$ cat src/hdl/baseband_timing_pkg.sv
`default_nettype none

package baseband_timing_pkg;

  // one master TX slot and one RX slot, each split in two halves
  localparam int HALF_SLOTS_PER_PAIR = 4;

  // phase counter widths seen by the slot timer
  localparam int PAIR_PHASE_W = $clog2(HALF_SLOTS_PER_PAIR);
  localparam int HALF_PHASE_W = 4;

  // strobes produced once per half-slot tick by the slot timer
  typedef struct packed {
    logic                    tx_slot_start;  // first half of a master TX slot
    logic                    rx_slot_end;    // last half of a master RX slot
    logic                    half_tick;      // every half slot
    logic [HALF_PHASE_W-1:0] half_phase;     // half slots since inquiry start, modulo 16
  } slot_strobe_t;

endpackage

`default_nettype wire

$ cat src/hdl/inquiry_pkg.sv
`default_nettype none

package inquiry_pkg;

  // Ninquiry below this value is raised to it
  localparam logic [9:0] NINQUIRY_MIN = 10'd256;

  // RX slot ends in one repetition of a train
  localparam int TRAIN_SLOTS = 8;

  // inquiry channel set
  localparam int N_CHANNELS = 32;
  localparam int CHANNEL_W  = $clog2(N_CHANNELS);

  // train offsets into the channel set
  localparam logic [CHANNEL_W-1:0] KOFFSET_A = CHANNEL_W'(24);
  localparam logic [CHANNEL_W-1:0] KOFFSET_B = CHANNEL_W'(8);

  // software registers, stable while inquiry is high
  typedef struct packed {
    logic [9:0]  ninquiry;
    logic [15:0] inquiry_length;      // in master TX slots
    logic [15:0] ext_inquiry_length;  // added to inquiry_length with 16 bit wrap
  } inquiry_cfg_t;

  typedef struct packed {
    logic       a_train;    // 1 while the A train is being sent
    logic [3:0] ab_count;   // completed A/B pairs
    logic       timeout_p;  // high from one tx slot start to the next
  } inquiry_stat_t;

  typedef struct packed {
    logic                 valid;
    logic                 a_train;
    logic [CHANNEL_W-1:0] channel;
  } hop_t;

endpackage

`default_nettype wire

$ cat src/hdl/slot_timer.sv
`timescale 1ns/10ps
`default_nettype none

module slot_timer
  import baseband_timing_pkg::*;
(
  input  logic         clk_6M,
  input  logic         rstz,
  input  logic         half_slot_tick,
  input  logic         inquiry,
  output slot_strobe_t strobe
);

  logic [HALF_PHASE_W-1:0] half_cnt;
  logic [PAIR_PHASE_W-1:0] slot_phase;
  logic                    tick;
  slot_strobe_t            strobe_q;

  // ticks only count while inquiry runs, so the master realigns on every start
  assign tick = half_slot_tick & inquiry;

  // the slot pair phase is the low part of the half slot count
  assign slot_phase = half_cnt[PAIR_PHASE_W-1:0];

  always_ff @(posedge clk_6M or negedge rstz)
  begin
    if (!rstz)
    begin
      half_cnt <= '0;
    end
    else if (!inquiry)
    begin
      half_cnt <= '0;
    end
    else if (tick)
    begin
      half_cnt <= half_cnt + 1'b1;  // wraps at 16
    end
  end

  always_ff @(posedge clk_6M or negedge rstz)
  begin
    if (!rstz)
    begin
      strobe_q <= '0;
    end
    else
    begin
      strobe_q.tx_slot_start <= tick & (slot_phase == '0);
      strobe_q.rx_slot_end   <= tick & (slot_phase == PAIR_PHASE_W'(HALF_SLOTS_PER_PAIR - 1));
      strobe_q.half_tick     <= tick;
      if (!inquiry)
      begin
        strobe_q.half_phase <= '0;
      end
      else if (tick)
      begin
        strobe_q.half_phase <= half_cnt;  // phase of the half slot just started
      end
    end
  end

  assign strobe = strobe_q;

endmodule

`default_nettype wire

$ cat src/hdl/inquiry_train_ctrl.sv
`timescale 1ns/10ps
`default_nettype none

module inquiry_train_ctrl
  import baseband_timing_pkg::*;
  import inquiry_pkg::*;
(
  input  logic          clk_6M,
  input  logic          rstz,
  input  logic          inquiry,
  input  slot_strobe_t  strobe,
  input  inquiry_cfg_t  cfg,
  output inquiry_stat_t stat
);

  localparam int              P_W    = $clog2(TRAIN_SLOTS);
  localparam logic [P_W-1:0]  P_LAST = P_W'(TRAIN_SLOTS - 1);

  logic [9:0]     ninq_eff;
  logic [P_W-1:0] p_count;
  logic [9:0]     train_count;
  logic           rep_done;
  logic           train_done;
  logic           b_phase;
  logic [3:0]     ab_count;
  logic [15:0]    to_count;
  logic [15:0]    inq_len;
  logic           timeout_p;

  assign ninq_eff = (cfg.ninquiry >= NINQUIRY_MIN) ? cfg.ninquiry : NINQUIRY_MIN;

  // one repetition is 8 RX slot ends, a train phase is Ninquiry+1 repetitions
  assign rep_done   = strobe.rx_slot_end & (p_count == P_LAST);
  assign train_done = rep_done & (train_count == ninq_eff);

  always_ff @(posedge clk_6M or negedge rstz)
  begin
    if (!rstz)
      p_count <= '0;
    else if (!inquiry)
      p_count <= '0;
    else if (strobe.rx_slot_end)
      p_count <= p_count + 1'b1;
  end

  always_ff @(posedge clk_6M or negedge rstz)
  begin
    if (!rstz)
      train_count <= '0;
    else if (!inquiry || train_done)
      train_count <= '0;
    else if (rep_done)
      train_count <= train_count + 1'b1;
  end

  always_ff @(posedge clk_6M or negedge rstz)
  begin
    if (!rstz)
    begin
      b_phase  <= 1'b0;
      ab_count <= '0;
    end
    else if (!inquiry)
    begin
      b_phase  <= 1'b0;
      ab_count <= '0;
    end
    else if (train_done)
    begin
      b_phase <= ~b_phase;
      if (b_phase)
        ab_count <= ab_count + 1'b1;  // a B phase just ended
    end
  end

  // timeout budget, the sum wraps at 16 bits like the register adder
  assign inq_len = cfg.inquiry_length + cfg.ext_inquiry_length;

  always_ff @(posedge clk_6M or negedge rstz)
  begin
    if (!rstz)
      to_count <= '0;
    else if (!inquiry || timeout_p)
      to_count <= '0;
    else if (strobe.tx_slot_start)
      to_count <= to_count + 1'b1;
  end

  always_ff @(posedge clk_6M or negedge rstz)
  begin
    if (!rstz)
      timeout_p <= 1'b0;
    else if (!inquiry)
      timeout_p <= 1'b0;
    else if (strobe.tx_slot_start)
      timeout_p <= ~timeout_p & (to_count > inq_len);  // lasts one TX slot
  end

  assign stat = '{a_train: ~b_phase, ab_count: ab_count, timeout_p: timeout_p};

endmodule

`default_nettype wire

$ cat src/hdl/inquiry_hop_sel.sv
`timescale 1ns/10ps
`default_nettype none

module inquiry_hop_sel
  import baseband_timing_pkg::*;
  import inquiry_pkg::*;
(
  input  logic         clk_6M,
  input  logic         rstz,
  input  slot_strobe_t strobe,
  input  logic         a_train,
  output hop_t         hop
);

  logic [CHANNEL_W-1:0] koffset;
  logic [CHANNEL_W-1:0] channel_next;
  logic                 valid_q;
  logic                 a_train_q;
  logic [CHANNEL_W-1:0] channel_q;

  assign koffset = a_train ? KOFFSET_A : KOFFSET_B;

  // the sum wraps at the size of the channel set
  assign channel_next = koffset + CHANNEL_W'(strobe.half_phase);

  always_ff @(posedge clk_6M or negedge rstz)
  begin
    if (!rstz)
    begin
      valid_q <= 1'b0;
    end
    else
    begin
      valid_q <= strobe.half_tick;  // one pulse per half slot
    end
  end

  always_ff @(posedge clk_6M)
  begin
    if (strobe.half_tick)
    begin
      a_train_q <= a_train;
      channel_q <= channel_next;
    end
  end

  assign hop = '{valid: valid_q, a_train: a_train_q, channel: channel_q};

endmodule

`default_nettype wire

$ cat src/hdl/inquiry_status.sv
`timescale 1ns/10ps
`default_nettype none

module inquiry_status (
  input  logic clk_6M,
  input  logic rstz,
  input  logic timeout_p,
  input  logic status_clr,
  output logic timeout_flag
);

  logic timeout_q;
  logic timeout_rise;

  // timeout_p stays high for a whole TX slot, only its first cycle counts
  assign timeout_rise = timeout_p & ~timeout_q;

  always_ff @(posedge clk_6M or negedge rstz)
  begin
    if (!rstz)
    begin
      timeout_q <= 1'b0;
    end
    else
    begin
      timeout_q <= timeout_p;
    end
  end

  always_ff @(posedge clk_6M or negedge rstz)
  begin
    if (!rstz)
    begin
      timeout_flag <= 1'b0;
    end
    else if (timeout_rise)
    begin
      timeout_flag <= 1'b1;  // a new timeout beats a clear in the same cycle
    end
    else if (status_clr)
    begin
      timeout_flag <= 1'b0;
    end
  end

endmodule

`default_nettype wire

$ cat src/hdl/inquiry_top.sv
`timescale 1ns/10ps
`default_nettype none

module inquiry_top
  import baseband_timing_pkg::*;
  import inquiry_pkg::*;
(
  input  logic          clk_6M,
  input  logic          rstz,
  input  logic          half_slot_tick,
  input  logic          inquiry,
  input  inquiry_cfg_t  cfg,
  input  logic          status_clr,
  output inquiry_stat_t stat,
  output hop_t          hop,
  output logic          timeout_flag
);

  slot_strobe_t strobe;

  slot_timer u_slot_timer (
    .clk_6M         (clk_6M),
    .rstz           (rstz),
    .half_slot_tick (half_slot_tick),
    .inquiry        (inquiry),
    .strobe         (strobe)
  );

  inquiry_train_ctrl u_train_ctrl (
    .clk_6M  (clk_6M),
    .rstz    (rstz),
    .inquiry (inquiry),
    .strobe  (strobe),
    .cfg     (cfg),
    .stat    (stat)
  );

  inquiry_hop_sel u_hop_sel (
    .clk_6M  (clk_6M),
    .rstz    (rstz),
    .strobe  (strobe),
    .a_train (stat.a_train),
    .hop     (hop)
  );

  inquiry_status u_status (
    .clk_6M       (clk_6M),
    .rstz         (rstz),
    .timeout_p    (stat.timeout_p),
    .status_clr   (status_clr),
    .timeout_flag (timeout_flag)
  );

endmodule

`default_nettype wire

$ cat config.mk
export PLATFORM = sky130hd
export DESIGN_NAME = inquiry_top
export DESIGN_NICKNAME = d
export VERILOG_FILES = /design/src/hdl/baseband_timing_pkg.sv /design/src/hdl/inquiry_pkg.sv /design/src/hdl/slot_timer.sv /design/src/hdl/inquiry_train_ctrl.sv /design/src/hdl/inquiry_hop_sel.sv /design/src/hdl/inquiry_status.sv /design/src/hdl/inquiry_top.sv
export SDC_FILE = /design/constraint.sdc
export NUM_CORES = 1
export LEC_CHECK = 0
export BUFFER_PORTS_ARGS = -buffer_cell sky130_fd_sc_hd__buf_2
export CAP_MARGIN = 5
export CORE_ASPECT_RATIO = 1.25
export CORE_MARGIN = 2
export CORE_UTILIZATION = 45
export CTS_BUF_LIST = sky130_fd_sc_hd__clkbuf_8
export DETAILED_ROUTE_END_ITERATION = 16
export MAX_ROUTING_LAYER = met4
export PLACE_DENSITY = 0.73
export SKIP_LAST_GASP = 1
export SLEW_MARGIN = 20
export SYNTH_ARGS = -nofsm -noshare
export SYNTH_HDL_FRONTEND = slang
export SYNTH_SLANG_ARGS = --single-unit
$ cat constraint.sdc
create_clock -name clk_6M -period 2.3 [get_ports clk_6M]
set_input_delay 0.345 -clock clk_6M [delete_from_list [all_inputs] [get_ports clk_6M]]
set_output_delay 0.345 -clock clk_6M [all_outputs]
set_load 0.03 [all_outputs]
==> results.txt <==
* Status: complete, but fails checks
* Violated checks: setup timing
- Headroom to the max-slew limit came out at 67.8%.
- Ranked by instance count, the synthesized netlist is headed by 49 x sky130_fd_sc_hd__dfrtp_1, 39 x sky130_fd_sc_hd__nor2_1, 38 x sky130_fd_sc_hd__ha_1.
- By instance count, the leading cell after synthesis is sky130_fd_sc_hd__dfrtp_1.
- Between clock sinks in the finished design, the worst skew comes to 0.00542 ns.
* Post-route fraction of the period consumed by the critical path: 123%
- Power Total: 2.03 mW
* Final core utilization: 55.5%
- Entering global routing, the biggest net connects 50 pins.
* PD cells: approximately 450 nW/um2
- Max-cap violations in this run came to 0.
* Endpoint kind of the worst setup timing path: register
* Clk buf depth: 2
- Pins over their slew limit: 0
* Crit path setup slack, layout: -0.521 ns
* Post-DR vias/cell: 5.35
* Post-synth ARST share: 89.1%
- Synthesis produced a netlist with a net count of 473.
- Sequential cells were found to cover 37.9% of the synthesized design area.
- Summing all placed instances gives a cell area of about 4400 um2.
* Number of buffers added by the clock tree synthesis step: 5
- Number of cells produced by synthesis: 387
- Of the total synthesized cell area, the portion taken by AND, OR, NAND and NOR gates is 20.1%.
- Count of TritonRoute iterations in the first routing pass: 4
- From left edge to right edge, the die measures 85.2 um.
- At the pin with the least slew margin, the transition time is 0.470 ns.
- For met2 alone, demand over resource in global routing was about a third.
- Average footprint of a synthesized cell: 9.58 um2
* RePlAce Congestion: 0.837
* Number of inserted diodes: 0
- Worst-Skew Late Latency: 0.30 ns
- The first routing iteration left 94 violations.
- The critical path is of the input pin to register type.
- Summing the areas of all compound-gate instances in the mapped netlist gives 13.3% of the synthesized area.
- Measured against the total synthesized area, the mux share comes to 2.16%.
- Yosys attributes the largest share of cell area to sky130_fd_sc_hd__dfrtp_1 33%, sky130_fd_sc_hd__ha_1 13%, sky130_fd_sc_hd__xnor2_1 5.2%, sky130_fd_sc_hd__edfxtp_1 4.9%, sky130_fd_sc_hd__xor2_1 4.7%.
* Hold violation count in the final report: 0
- The synthesized design contains 6 enable-type register cells.
- Number of nets with antenna violations after detailed routing: 0
- Clock tree synthesis selected as its root buffer the cell sky130_fd_sc_hd__clkbuf_8.
- Setup violations remaining at the end of the flow were counted as 1.
- In the final layout, the share of cells above drive strength 1 is roughly a quarter.
- Prior to clock tree synthesis, the placed netlist has a worst setup slack of -0.898 ns.
- Along the worst path, the maximum fanout reaches 3.
- Summing the areas of all xor and xnor instances in the mapped netlist gives 9.93% of the synthesized area.
- Die Area: 8980 um2
- Number of buffers added for setup after CTS: 0
* Global-route met3 utilization: 1.88%
- The number of antenna violations at the first check in global routing was 0.
* Count of different cell masters after synthesis: 51
- Number of inserted filler cells in the final layout: slightly above 700
- Routed length per instance: 12.5 um
- The floorplan has 37 rows.
- For this run, global-route usage on met1 was measured as 20.4%.
- Htree depth: 2
- met2 is the most crowded layer.
* Startpoint Class: input pin
- Of all cell types, the one taking the most synthesized area is sky130_fd_sc_hd__dfrtp_1.
* GRT Util Overall: 17.9%
- Among all flip-flop cells after synthesis, the most frequent one is sky130_fd_sc_hd__dfrtp_1.
- Clock tree from TritonCTS: yes
- #FFs+latches synth: 55
* Setup repair after global routing missed its margin: true
- Of the post-synthesis cell area, the dominant cell type holds between 30% and 40%.
- For this design, the sink count on the clock tree is 55.
- Final worst path period need: 2.82 ns
- Data on the critical path arrives at its endpoint at slightly above 3 ns.
- Final Instance Area: 4500 um2
- For this block, the routed nets add up to about 7.3 mm of wire.
- The initial utilization of the core area, before any placement, comes to 45.7%.
* Area growth from synthesis to final layout: 21.3%
- Die Span Y: around 110 um
* Worst min-delay path category: input pin to register
- GR Overflow Total: 0
- Area of the placeable core: between 8000 and 9000 um2
* Remaining DRCs: 0
* Crit path required time: 2.53 ns
- Static leakage: 2.16 nW
- Number of port buffers: 60
- Post-Synth Adder-Cell Area: 13.4%
* First-pass GRT wire length: between 10 and 15 mm
- Clock-pin slew was measured on the worst setup and hold paths at 0.09 ns.
- Sum of negative setup slack: -0.521 ns
- Number of nets in the layout: 567
- Pin placement for this block handled 61 I/O pins.
* Vias in the first global route: between 3k and 4k
- Main combinational cell family by area after synthesis: simple AND/OR/NAND/NOR gates
- VDD sags by at most 0.000346 V.
- Detailed placement HPWL: around 5.7 mm
- The Yosys step of the flow raised 0 warnings.
- Fmax: about 350 MHz
- After synthesis the cells add up to around 3700 um2.
- The routed layout has 3096 vias.
==> where the power goes <==
group	total (mW)	internal [mW]	switching, mW
Clock	0.519	0.212	0.306
Combinational	0.495	0.244	0.251
Sequential	1.01	0.996	0.0173
Total	2.03	1.45	0.575
==> layer usage <==
| layer | part of all wire (%) | up-vias |
|---|---|---|
| met5 | 0 | - |
| met2 | 51 | 80 |
| li1 | - | 1572 |
| met3 | 4.1 | 14 |
| met1 | 43 | 1430 |
| met4 | 2.1 | 0 |
==> area by class of cell <==
cell class / count / area [um2] / share of cell area (%)
multi-input combinational: 304 / 2210 / 49.3
sequential: 55 / 1410 / 31.3
timing repair buffer: 98 / 601 / 13.4
tap: 97 / 121 / 2.70
clock buffer: 5 / 68.8 / 1.53
inverter: 17 / 63.8 / 1.42
clock inverter: 3 / 20.0 / 0.445
==> through the flow <==
stage          instances  hold WS (ns)
2_1_floorplan        387        0.0494
3_3_place_gp         570         0.353
3_5_place_dp         570         0.353
4_1_cts              578        0.0132
5_1_grt              579         0.209
6_report             579         0.221
==> flip-flops by register name (all words and copies together), names as in the netlist <==
register / cells
u_train_ctrl.ab_count: 4
u_hop_sel.channel_q: 5
u_slot_timer.half_cnt: 4
u_train_ctrl.to_count: 16
u_hop_sel.a_train_q: 1
u_slot_timer.strobe: 7
u_status.timeout_flag: 1
u_train_ctrl.b_phase: 1
u_hop_sel.valid_q: 1
u_train_ctrl.timeout_p: 1
u_train_ctrl.train_count: 10
u_status.timeout_q: 1
u_train_ctrl.p_count: 3
==> path summary, 6_finish.rpt <==
path	start	end	slack, ns	cells after the start
worst max-delay path	cfg[1]	u_train_ctrl.timeout_p$_DFFE_PN0P_	-0.52	13
worst min-delay path	status_clr	u_status.timeout_flag$_DFFE_PN0P_	0.22	2
worst max register to register	u_train_ctrl.p_count[0]$_DFFE_PN0P_	u_train_ctrl.ab_count[3]$_DFFE_PN0P_	0.28	8
worst min register to register	u_status.timeout_q$_DFF_PN0_	u_status.timeout_flag$_DFFE_PN0P_	0.44	1
max in group asynchronous	rstz	u_train_ctrl.to_count[12]$_DFFE_PN0P_	1.53	3
min in group asynchronous	rstz	u_hop_sel.valid_q$_DFF_PN0_	0.54	3
==> cell usage in the layout (no fill, tap or decap), types with 10 or more instances in the layout <==
cell / synthesis / routed
sky130_fd_sc_hd__xor2_1: 20 / 20
sky130_fd_sc_hd__xnor2_1: 22 / 22
sky130_fd_sc_hd__o21ai_0: 18 / 17
sky130_fd_sc_hd__nand4_1: 10 / 10
sky130_fd_sc_hd__nor2_1: 39 / 39
sky130_fd_sc_hd__inv_1: 17 / 17
sky130_fd_sc_hd__ha_1: 38 / 37
sky130_fd_sc_hd__buf_2: 1 / 60
sky130_fd_sc_hd__buf_4: 4 / 36
sky130_fd_sc_hd__dfrtp_1: 49 / 49
sky130_fd_sc_hd__nor2b_1: 12 / 12
sky130_fd_sc_hd__a21oi_1: 15 / 14
sky130_fd_sc_hd__nand2_1: 21 / 21
==> kinds of logic (layout without fill, tap and decap cells) <==
family / count (synthesis) / after routing
buf+inv: 28 / 123
simple gates: 140 / 140
xor+xnor: 42 / 42
fa+ha+maj: 39 / 39
mux: 8 / 8
compound gates: 75 / 75
flops: 55 / 55
==> critical path, cell delays in order <==
cell and delay, ns:
sky130_fd_sc_hd__buf_2 0.11, sky130_fd_sc_hd__buf_4 0.13, sky130_fd_sc_hd__fa_2 0.39, sky130_fd_sc_hd__a21oi_2 0.19, sky130_fd_sc_hd__o211ai_1 0.16, sky130_fd_sc_hd__a2111oi_2 0.37
sky130_fd_sc_hd__o31ai_1 0.13, sky130_fd_sc_hd__a21oi_1 0.16, sky130_fd_sc_hd__xor2_1 0.09, sky130_fd_sc_hd__ha_1 0.30, sky130_fd_sc_hd__nand4_1 0.12, sky130_fd_sc_hd__or4_1 0.41
sky130_fd_sc_hd__a31oi_1 0.13
==> what timing repair did <==
item	CTS	global route
hold buffers	0	1
endpoints found under the setup margin	1	1
resized for setup	2	1
endpoints found under the hold margin	0	1
(Power assumes the default switching activity.)
